--- src/include/kmac_absorb_params.svh ---
/*
  Width, depth and constant macros for the masked absorb front end
  Lane and chunk sizes, credit depth, LFSR seed, taps and mask permutation
*/

`ifndef KMAC_ABSORB_PARAMS_SVH
`define KMAC_ABSORB_PARAMS_SVH

`define KMAC_LANE_W     64                    // One lane word
`define KMAC_CHUNK_W    128                   // Two lanes per host chunk
`define KMAC_NUM_LANES  4                     // Lanes in the absorb state
`define KMAC_IDX_W      2                     // Lane index bits
`define KMAC_CREDITS    2                     // Chunk buffer entries
`define KMAC_PTR_W      1                     // Chunk buffer pointer bits
`define KMAC_CNT_W      2                     // Fill and credit counter bits

`define KMAC_LFSR_SEED  64'h5a3c_96e1_0f7b_d248
`define KMAC_LFSR_TAPS  64'hd800_0000_0000_0000 // x^64 + x^63 + x^61 + x^60 + 1

// Bit i of the mask takes LFSR bit PERM[i], element 63 first
`define KMAC_PERM_IDX_W 6
`define KMAC_MSG_PERM { \
  6'd38, 6'd1,  6'd28, 6'd55, 6'd18, 6'd45, 6'd8,  6'd35, \
  6'd62, 6'd25, 6'd52, 6'd15, 6'd42, 6'd5,  6'd32, 6'd59, \
  6'd22, 6'd49, 6'd12, 6'd39, 6'd2,  6'd29, 6'd56, 6'd19, \
  6'd46, 6'd9,  6'd36, 6'd63, 6'd26, 6'd53, 6'd16, 6'd43, \
  6'd6,  6'd33, 6'd60, 6'd23, 6'd50, 6'd13, 6'd40, 6'd3,  \
  6'd30, 6'd57, 6'd20, 6'd47, 6'd10, 6'd37, 6'd0,  6'd27, \
  6'd54, 6'd17, 6'd44, 6'd7,  6'd34, 6'd61, 6'd24, 6'd51, \
  6'd14, 6'd41, 6'd4,  6'd31, 6'd58, 6'd21, 6'd48, 6'd11  \
}

`endif

--- src/verilog/kmac_absorb_pkg.sv ---
/*
  Shared types of the masked absorb front end
  Lane word, lane index, mask permutation table
  Share-pair lane, share-pair chunk, lane beat, two-share absorb state
*/

`include "kmac_absorb_params.svh"

package kmac_absorb_pkg;

  //////////////////////////////////////////////////////////////////////
  // Scalar types
  //////////////////////////////////////////////////////////////////////

  typedef logic [`KMAC_LANE_W-1:0] lane_t;     // One 64-bit lane
  typedef logic [`KMAC_IDX_W-1:0]  lane_idx_t; // Lane slot in state

  // One LFSR bit index per mask bit
  typedef logic [`KMAC_LANE_W-1:0][`KMAC_PERM_IDX_W-1:0] msg_perm_t;

  //////////////////////////////////////////////////////////////////////
  // Share-carrying structs
  //////////////////////////////////////////////////////////////////////

  // Both shares of a single lane
  typedef struct packed {
    lane_t share0;
    lane_t share1;
  } lane_shares_t;

  // Host chunk, low lane in the low half
  typedef struct packed {
    logic [`KMAC_CHUNK_W-1:0] share0;
    logic [`KMAC_CHUNK_W-1:0] share1;
    logic                     last;   // Final chunk of message
  } chunk_shares_t;

  // Lane moving between the stages
  typedef struct packed {
    lane_shares_t shares;
    logic         last;   // Final lane of message
    lane_idx_t    idx;    // Target slot, modulo 4
  } lane_beat_t;

  // Absorbed state, recombines as share0 ^ share1
  typedef struct packed {
    lane_t [`KMAC_NUM_LANES-1:0] share0;
    lane_t [`KMAC_NUM_LANES-1:0] share1;
  } absorb_state_t;

endpackage

--- src/verilog/kmac_absorb_top.sv ---
/*
  Masked absorb front end top level
  Chains unpacker, remasker and absorber over credit links
  Sticky error flag from buffer overflow
*/

`timescale 1ns/100ps
`include "kmac_absorb_params.svh"

module kmac_absorb_top (
  input  logic                           clk_i,
  input  logic                           rst_i,
  input  logic                           chunk_valid_i,
  input  kmac_absorb_pkg::chunk_shares_t chunk_i,
  output logic                           chunk_credit_o,
  input  logic                           mask_en_i,
  input  logic                           reseed_valid_i,
  input  logic [`KMAC_LANE_W-1:0]        reseed_i,
  input  logic                           start_i,
  output logic                           state_valid_o,
  output kmac_absorb_pkg::absorb_state_t state_o,
  output logic                           err_o
);
  import kmac_absorb_pkg::*;

  lane_beat_t unp_lane;        // Unpacker to remasker
  logic       unp_lane_valid;
  logic       rmk_credit;      // Remasker slot returned
  lane_beat_t rmk_lane;        // Remasker to absorber
  logic       rmk_lane_valid;
  logic       abs_credit;
  logic       overflow;
  logic       err_q;

  //////////////////////////////////////////////////////////////////////
  // Stages
  //////////////////////////////////////////////////////////////////////

  msg_unpacker u_msg_unpacker (
    .clk_i,
    .rst_i,
    .chunk_valid_i (chunk_valid_i),
    .chunk_i       (chunk_i),
    .chunk_credit_o(chunk_credit_o),
    .lane_valid_o  (unp_lane_valid),
    .lane_o        (unp_lane),
    .lane_credit_i (rmk_credit),
    .overflow_o    (overflow)
  );

  msg_remasker u_msg_remasker (
    .clk_i,
    .rst_i,
    .mask_en_i     (mask_en_i),
    .reseed_valid_i(reseed_valid_i),
    .reseed_i      (reseed_i),
    .lane_valid_i  (unp_lane_valid),
    .lane_i        (unp_lane),
    .lane_credit_o (rmk_credit),
    .lane_valid_o  (rmk_lane_valid),
    .lane_o        (rmk_lane),
    .lane_credit_i (abs_credit)
  );

  state_absorber u_state_absorber (
    .clk_i,
    .rst_i,
    .start_i      (start_i),
    .lane_valid_i (rmk_lane_valid),
    .lane_i       (rmk_lane),
    .lane_credit_o(abs_credit),
    .state_valid_o(state_valid_o),
    .state_o      (state_o)
  );

  // Error stays set until reset
  always_ff @(posedge clk_i) begin
    if (rst_i) begin
      err_q <= 1'b0;
    end else if (overflow) begin
      err_q <= 1'b1;
    end
  end

  assign err_o = err_q;

endmodule

--- src/verilog/msg_remasker.sv ---
/*
  Lane re-masking stage
  64-bit Galois LFSR PRNG with host reseed
  Bitwise permuted mask XORed into both shares, one register stage
*/

`timescale 1ns/100ps
`include "kmac_absorb_params.svh"

module msg_remasker (
  input  logic                        clk_i,
  input  logic                        rst_i,
  input  logic                        mask_en_i,
  input  logic                        reseed_valid_i,
  input  logic [`KMAC_LANE_W-1:0]     reseed_i,
  input  logic                        lane_valid_i,
  input  kmac_absorb_pkg::lane_beat_t lane_i,
  output logic                        lane_credit_o,
  output logic                        lane_valid_o,
  output kmac_absorb_pkg::lane_beat_t lane_o,
  input  logic                        lane_credit_i
);
  import kmac_absorb_pkg::*;

  localparam lane_t     LFSR_SEED = `KMAC_LFSR_SEED;
  localparam lane_t     LFSR_TAPS = `KMAC_LFSR_TAPS;
  localparam msg_perm_t MSG_PERM  = `KMAC_MSG_PERM;

  lane_t      lfsr_q;
  lane_t      lfsr_step;  // Next LFSR value
  lane_t      seed_sel;   // Reseed value after zero guard
  lane_t      mask_perm;  // Permuted PRNG output
  lane_t      mask;       // Gated by mask_en_i
  lane_beat_t beat_q;
  logic       valid_q;

  //////////////////////////////////////////////////////////////////////
  // PRNG
  //////////////////////////////////////////////////////////////////////

  // Right-shift Galois form
  assign lfsr_step = {1'b0, lfsr_q[`KMAC_LANE_W-1:1]}
                   ^ ({`KMAC_LANE_W{lfsr_q[0]}} & LFSR_TAPS);

  assign seed_sel = (reseed_i == '0) ? LFSR_SEED : reseed_i; // All-zero would lock up

  always_ff @(posedge clk_i) begin
    if (rst_i) begin
      lfsr_q <= LFSR_SEED;
    end else if (reseed_valid_i) begin
      lfsr_q <= seed_sel;     // Reseed wins over stepping
    end else if (lane_valid_i) begin
      lfsr_q <= lfsr_step;    // One step per accepted beat
    end
  end

  // Shuffle bits so adjacent mask bits are not adjacent LFSR taps
  always_comb begin
    mask_perm = '0;
    for (int i = 0; i < `KMAC_LANE_W; i++) begin
      mask_perm[i] = lfsr_q[MSG_PERM[i]];
    end
  end

  assign mask = mask_perm & {`KMAC_LANE_W{mask_en_i}};

  //////////////////////////////////////////////////////////////////////
  // Re-mask register
  //////////////////////////////////////////////////////////////////////

  // Same mask on both shares keeps the recombined lane intact
  always_ff @(posedge clk_i) begin
    if (lane_valid_i) begin
      beat_q.shares.share0 <= lane_i.shares.share0 ^ mask;
      beat_q.shares.share1 <= lane_i.shares.share1 ^ mask;
      beat_q.last          <= lane_i.last;
      beat_q.idx           <= lane_i.idx;
    end
  end

  always_ff @(posedge clk_i) begin
    if (rst_i) begin
      valid_q <= 1'b0;
    end else begin
      valid_q <= lane_valid_i | (valid_q & ~lane_credit_i); // Hold until consumed
    end
  end

  assign lane_valid_o  = valid_q;
  assign lane_o        = beat_q;
  assign lane_credit_o = valid_q & lane_credit_i; // Slot freed downstream

  // Zero guard on reseed keeps the PRNG out of its dead state
  a_lfsr_nonzero : assert property (@(posedge clk_i) disable iff (rst_i)
    lfsr_q != '0);

endmodule

--- src/verilog/msg_unpacker.sv ---
/*
  Two-entry chunk buffer with lane splitter
  Emits low then high lane of each chunk under a single downstream credit
  Returns one upstream credit per freed entry and flags writes when full
*/

`timescale 1ns/100ps
`include "kmac_absorb_params.svh"

module msg_unpacker (
  input  logic                           clk_i,
  input  logic                           rst_i,
  input  logic                           chunk_valid_i,
  input  kmac_absorb_pkg::chunk_shares_t chunk_i,
  output logic                           chunk_credit_o,
  output logic                           lane_valid_o,
  output kmac_absorb_pkg::lane_beat_t    lane_o,
  input  logic                           lane_credit_i,
  output logic                           overflow_o
);
  import kmac_absorb_pkg::*;

  localparam logic [`KMAC_CNT_W-1:0] DEPTH = `KMAC_CREDITS;

  chunk_shares_t          mem_q [`KMAC_CREDITS]; // Chunk storage
  chunk_shares_t          head;                  // Oldest entry
  logic [`KMAC_PTR_W-1:0] wr_ptr_q;
  logic [`KMAC_PTR_W-1:0] rd_ptr_q;
  logic [`KMAC_CNT_W-1:0] count_q;               // Entries held
  logic [`KMAC_CNT_W-1:0] cred_q;                // Remasker credits
  logic                   half_q;                // 0 low lane, 1 high lane
  lane_idx_t              idx_q;
  lane_beat_t             lane_q;
  logic                   lane_valid_q;
  logic                   chunk_credit_q;
  logic                   inflight_q;            // Remasker slot still taken
  logic                   full;
  logic                   empty;
  logic                   wr_en;
  logic                   cred_avail;
  logic                   send;
  logic                   pop;

  assign full       = (count_q == DEPTH);
  assign empty      = (count_q == '0);
  assign wr_en      = chunk_valid_i & ~full;
  assign cred_avail = (cred_q != '0) | lane_credit_i; // Returning credit usable now
  assign send       = ~empty & cred_avail;
  assign pop        = send & half_q;                  // High lane frees entry
  assign head       = mem_q[rd_ptr_q];

  //////////////////////////////////////////////////////////////////////
  // Chunk buffer
  //////////////////////////////////////////////////////////////////////

  always_ff @(posedge clk_i) begin
    if (wr_en) begin
      mem_q[wr_ptr_q] <= chunk_i;
    end
  end

  always_ff @(posedge clk_i) begin
    if (rst_i) begin
      wr_ptr_q <= '0;
      rd_ptr_q <= '0;
      count_q  <= '0;
    end else begin
      if (wr_en) wr_ptr_q <= wr_ptr_q + 1'b1;
      if (pop)   rd_ptr_q <= rd_ptr_q + 1'b1;
      if (wr_en && !pop) begin
        count_q <= count_q + 1'b1;
      end else if (!wr_en && pop) begin
        count_q <= count_q - 1'b1;
      end
    end
  end

  //////////////////////////////////////////////////////////////////////
  // Lane split and credit tracking
  //////////////////////////////////////////////////////////////////////

  always_ff @(posedge clk_i) begin
    if (rst_i) begin
      cred_q         <= 'd1;       // Remasker holds one slot
      half_q         <= 1'b0;
      idx_q          <= '0;
      lane_valid_q   <= 1'b0;
      chunk_credit_q <= 1'b0;
    end else begin
      lane_valid_q   <= send;
      chunk_credit_q <= pop;       // Upstream entry freed
      if (send && !lane_credit_i) begin
        cred_q <= cred_q - 1'b1;
      end else if (!send && lane_credit_i) begin
        cred_q <= cred_q + 1'b1;
      end
      if (send) begin
        half_q <= ~half_q;
        // Restart slot count after message end
        idx_q  <= (pop && head.last) ? '0 : idx_q + 1'b1;
      end
    end
  end

  // Payload register, no reset needed
  always_ff @(posedge clk_i) begin
    if (send) begin
      lane_q.shares.share0 <= half_q ? head.share0[`KMAC_CHUNK_W-1:`KMAC_LANE_W]
                                     : head.share0[`KMAC_LANE_W-1:0];
      lane_q.shares.share1 <= half_q ? head.share1[`KMAC_CHUNK_W-1:`KMAC_LANE_W]
                                     : head.share1[`KMAC_LANE_W-1:0];
      lane_q.last          <= half_q & head.last; // Only on high lane
      lane_q.idx           <= idx_q;
    end
  end

  assign lane_valid_o   = lane_valid_q;
  assign lane_o         = lane_q;
  assign chunk_credit_o = chunk_credit_q;
  assign overflow_o     = chunk_valid_i & full;  // Chunk dropped

  // Link view of the remasker slot, taken by a lane, freed by its credit
  always_ff @(posedge clk_i) begin
    if (rst_i) begin
      inflight_q <= 1'b0;
    end else begin
      inflight_q <= lane_valid_o | (inflight_q & ~lane_credit_i);
    end
  end

  // Remasker never hands back more than it was given
  a_cred_max : assert property (@(posedge clk_i) disable iff (rst_i)
    cred_q <= 'd1);

  // A new lane only leaves once the previous one was credited back
  a_lane_has_cred : assert property (@(posedge clk_i) disable iff (rst_i)
    lane_valid_o |-> !inflight_q);

endmodule

--- src/verilog/state_absorber.sv ---
/*
  Two-share absorb state
  XORs each share of an incoming lane into the slot given by its index
  Presents the state after the last lane until the next start pulse
*/

`timescale 1ns/100ps

module state_absorber (
  input  logic                          clk_i,
  input  logic                          rst_i,
  input  logic                          start_i,
  input  logic                          lane_valid_i,
  input  kmac_absorb_pkg::lane_beat_t   lane_i,
  output logic                          lane_credit_o,
  output logic                          state_valid_o,
  output kmac_absorb_pkg::absorb_state_t state_o
);
  import kmac_absorb_pkg::*;

  absorb_state_t state_q;
  absorb_state_t state_d;
  lane_idx_t     slot;      // Target lane of this beat
  logic          valid_q;
  logic          valid_d;

  assign slot = lane_i.idx; // Two bits wrap modulo 4

  //////////////////////////////////////////////////////////////////////
  // Next state
  //////////////////////////////////////////////////////////////////////

  always_comb begin
    state_d = start_i ? '0 : state_q;   // Start clears before absorbing
    valid_d = start_i ? 1'b0 : valid_q;
    if (lane_valid_i) begin
      state_d.share0[slot] = state_d.share0[slot] ^ lane_i.shares.share0;
      state_d.share1[slot] = state_d.share1[slot] ^ lane_i.shares.share1;
      if (lane_i.last) begin
        valid_d = 1'b1;                 // Visible the cycle after
      end
    end
  end

  always_ff @(posedge clk_i) begin
    if (rst_i) begin
      state_q <= '0;                    // First message starts from zero
      valid_q <= 1'b0;
    end else begin
      state_q <= state_d;
      valid_q <= valid_d;
    end
  end

  //////////////////////////////////////////////////////////////////////
  // Outputs
  //////////////////////////////////////////////////////////////////////

  assign lane_credit_o = lane_valid_i;  // Always absorbs, credit same cycle
  assign state_valid_o = valid_q;
  assign state_o       = state_q;

  // Host waits for start before the next message reaches here
  a_no_beat_when_done : assert property (@(posedge clk_i) disable iff (rst_i)
    lane_valid_i |-> !state_valid_o);

endmodule
--- config.mk ---
export PLATFORM = sky130hd
export DESIGN_NAME = kmac_absorb_top
export DESIGN_NICKNAME = d
export VERILOG_FILES = /design/src/verilog/kmac_absorb_pkg.sv /design/src/verilog/kmac_absorb_top.sv /design/src/verilog/msg_remasker.sv /design/src/verilog/msg_unpacker.sv /design/src/verilog/state_absorber.sv
export VERILOG_INCLUDE_DIRS = /design/src /design/src/include
export SDC_FILE = /design/constraint.sdc
export NUM_CORES = 2
export LEC_CHECK = 0
export ABC_AREA = 1
export ABC_CLOCK_PERIOD_IN_PS = 21000
export BUFFER_PORTS_ARGS = -buffer_cell sky130_fd_sc_hd__buf_2
export CAP_MARGIN = 20
export CORE_AREA = 2 2 360 362
export CTS_BUF_LIST = sky130_fd_sc_hd__clkbuf_4
export DETAILED_ROUTE_END_ITERATION = 8
export DIE_AREA = 0 0 362 364
export PLACE_DENSITY_LB_ADDON = 0.15
export SLEW_MARGIN = 10
export SYNTH_ARGS = -nofsm -noshare
export SYNTH_HDL_FRONTEND = slang
export SYNTH_SLANG_ARGS = --single-unit
--- constraint.sdc ---
create_clock -name clk_i -period 21 [get_ports clk_i]
set_clock_uncertainty 0.15 [all_clocks]
set_input_delay 2.1 -clock clk_i [delete_from_list [all_inputs] [get_ports clk_i]]
set_output_delay 2.1 -clock clk_i [all_outputs]
set_load 0.02 [all_outputs]
==> metrics.md <==
| Metric | Value |
|---|---|
| Measured slew at the worst slew-check pin | `1.15 ns` |
| WP data required | `21.72 ns` |
| Crit Path Max Fanout | `67` |
| Critical Path End Type | `flip-flop` |
| Peak Freq | `178 MHz` |
| Vias post-DR | `52700` |
| WP data arrival | `6.32 ns` |
| Initial Util | `46.5%` |
| Hold_buf cts | `0` |
| Net count after synthesis | `7191` |
| Final wirelength | `221 mm` |
| Final hold vios | `0` |
| Die width | `362 µm` |
| Primary FF master, synth | `edfxtp_1` |
| Min-Delay Path Class | `reg2reg` |
| Layout cells sized above 1 | `18.9%` |
| Detailed Place HPWL | `145 mm` |
| Multi-input gate area in the final layout | `20200 µm²` |
| Worst vdd ir | `0.0972 mV` |
| DR vias/cell | `5.45` |
| R2R depth | `6` |
| RSZ-0062 raised after global routing | `no` |
| Longest Clk Path Bufs | `4` |
| Total GRT Usage | `32.4%` |
| Largest net degree at the start of global routing | `217` |
| Remaining DRCs | `0` |
| GRT Residual Overflow | `0` |
| Setup TNS | `0 ns` |
| Final worst path period share | `26.7%` |
| Clk slew on worst S/H paths | `0.06 ns` |
| Share of the synthesized area in the top cell type | `39.1%` |
| Post-CTS sizing | `0` |
| Hold depth | `0` |
| Pre-Repair DR Iteration Count | `9` |
| Num Clock Sinks | `1367` |
| Synthesized area | `59600 µm²` |
| Worst rel slew slack | `23.0%` |
| Top cells by area, synth | `edfxtp_1 39%, dfxtp_1 20%, nand2_1 12%` |
| Initial antenna violation count | `62` |
| I/O Buffers | `841` |
| WL/cell | `22.9 µm` |
| Startpoint types | `input port` |
| Post-synth cell types | `31` |
| Hold_ws | `0.274 ns` |
| Total CTS buffers | `376` |
| Register area share after synthesis | `58.9%` |
| Full die area | `132000 µm²` |
| Die Y | `364 µm` |
| Yosys warns | `0` |
| Vias in the first global route | `47100` |
| CTS tree | `done` |
| Final setup violation count | `0` |
| Crit path time final | `5.60 ns` |
| Max cap viols | `0` |
| Pwr/cell area | `123 nW/µm²` |
| Skew-Pair Late Insertion Delay | `1.32 ns` |
| Fraction of registers with async set/reset | `0%` |
| IO Count | `842` |
| Flops & latches, synth | `1367` |
| Status | `completed` |
| Cell Rows | `132` |
| Htree depth | `5` |
| Area growth, synth to finish | `15.9%` |
| Yosys top cell by area | `edfxtp_1` |
| Syn Inst Count | `6862` |
| EDFF count, synth | `776` |
| Placer Congestion | `0.905` |
| Avg Cell Area, Syn | `8.69 µm²` |
| Register area | `35100 µm²` |
| First-pass GRT wire length | `314 mm` |
| Core footprint | `128000 µm²` |
| Crit Path Category | `in2reg` |
| Final ANT Viol Nets | `0` |
| Nets | `8043` |
| DRT iter0 DRCs | `6837` |
| Setup Buffers After CTS | `0` |
| Slew Limit Fails | `0` |
| P_leak | `0.0312 µW` |
| Fillcell total | `12300` |
| Clk root buf | `clkbuf_4` |
[final timing paths]
check	start	end	slack, ns
worst max-delay path	chunk_valid_i	u_msg_unpacker.mem_q[1][187]	15.40
worst min-delay path	u_msg_unpacker.lane_o[1]	u_msg_remasker.lane_o[1]	0.27
worst max register to register	u_msg_unpacker.count_q[0]	u_msg_unpacker.mem_q[1][187]	15.89
worst min register to register	u_msg_unpacker.lane_o[1]	u_msg_remasker.lane_o[1]	0.27
[registers in the layout, indices dropped and copies added, names as in the netlist, named ones only]
| name | count |
|---|---|
| u_msg_unpacker.mem_q | 514 |
| err_o | 1 |
| u_msg_remasker.lane_o | 131 |
| u_msg_unpacker.rd_ptr_q | 1 |
| u_msg_unpacker.wr_ptr_q | 1 |
| u_msg_unpacker.chunk_credit_o | 1 |
| u_state_absorber.state_valid_o | 1 |
| u_msg_remasker.lfsr_q | 64 |
| u_msg_unpacker.idx_q | 2 |
| u_msg_unpacker.lane_valid_o | 1 |
| u_msg_unpacker.cred_q | 2 |
| u_msg_unpacker.lane_o | 131 |
| u_msg_unpacker.half_q | 1 |
| u_msg_remasker.lane_valid_o | 1 |
| u_state_absorber.state_o | 512 |
| u_msg_unpacker.count_q | 2 |
[stage by stage]
stage / setup WS (ns) / util [%] / total power, µW / std cells / instance area [µm²]
global placement: 14.20 / 50.3 / 6130 / 9011 / 64500
finish: 15.40 / 53.9 / 8500 / 9668 / 69100
floorplan: 7.06 / - / 5290 / 6862 / 59600
CTS: 15.55 / 53.8 / 8510 / 9642 / 69100
detailed placement: 14.16 / 50.3 / 6170 / 9011 / 64500
global route: 15.29 / 53.8 / 8930 / 9656 / 69100
[cell type report]
| cell class | instances | share of cell area (%) |
|---|---|---|
| Antenna cell | 26 | 0.0941 |
| Clock inverter | 55 | 0.342 |
| Multi-Input combinational cell | 4451 | 29.3 |
| Sequential cell | 1367 | 50.8 |
| Clock buffer | 576 | 6.26 |
| Inverter | 625 | 3.46 |
| Tap cell | 1675 | 3.03 |
| Timing Repair Buffer | 893 | 6.72 |
[cell families after synthesis]
| logic type | synth area share (%) |
|---|---|
| adders and majority gates | 0.0420 |
| AOI/OAI and AO/OA | 9.81 |
| and+or+nand+nor | 22.0 |
| xor gates and xnor gates | 1.95 |
| DFF | 58.9 |
| buffers and inverters | 7.26 |
[power by group]
part	internal, µW	switching (µW)
logic	618	1690
clock network	1240	1100
registers	3500	348
total	5360	3140
[critical path, cell delays in order]
cell	delay [ns]
buf_2	0.08
o21ai_0	0.24
nor2_4	0.52
buf_4	0.80
buf_4	0.68
buf_4	0.79
buf_4	0.83
[Yosys cell counts, drive strengths merged (2+ instances only)]
cell type,instances
edfxtp,776
nand2,1947
o21ai,362
o22ai,136
nand3,548
nand3b,110
clkbuf,224
nor3,14
a31oi,3
xnor2,132
o21a,2
a21oi,602
a221oi,6
buf,195
ha,2
dfxtp,591
a2111oi,9
inv,625
nor2,575
[metal layers]
metal	share of wire, %	GRT usage [%]	vias to the layer above
met1	41	43.7	24700
li1	-	-	24600
met5	0.094	0	-
met4	4.0	14.2	34
met3	11	9.61	449
met2	44	48.2	2897
[layout by cell type, fill, tap and decap left out, drive strengths merged]
cell type / Yosys / final
nand2: 1947 / 1947
buf: 195 / 893
edfxtp: 776 / 776
inv: 625 / 627
a21oi: 602 / 602
dfxtp: 591 / 591
clkbuf: 224 / 576
nor2: 575 / 575
nand3: 548 / 548
o21ai: 362 / 362
o22ai: 136 / 136
xnor2: 132 / 132
nand3b: 110 / 110
clkinv: 0 / 52
diode: 0 / 26
nor3: 14 / 14
a2111oi: 9 / 9
a221oi: 6 / 6
a31oi: 3 / 3
o21a: 2 / 2
ha: 2 / 2
xor2: 1 / 1
a311oi: 1 / 1
nor3b: 1 / 1
bufinv: 0 / 1
Power figures use the tool's default switching activity.
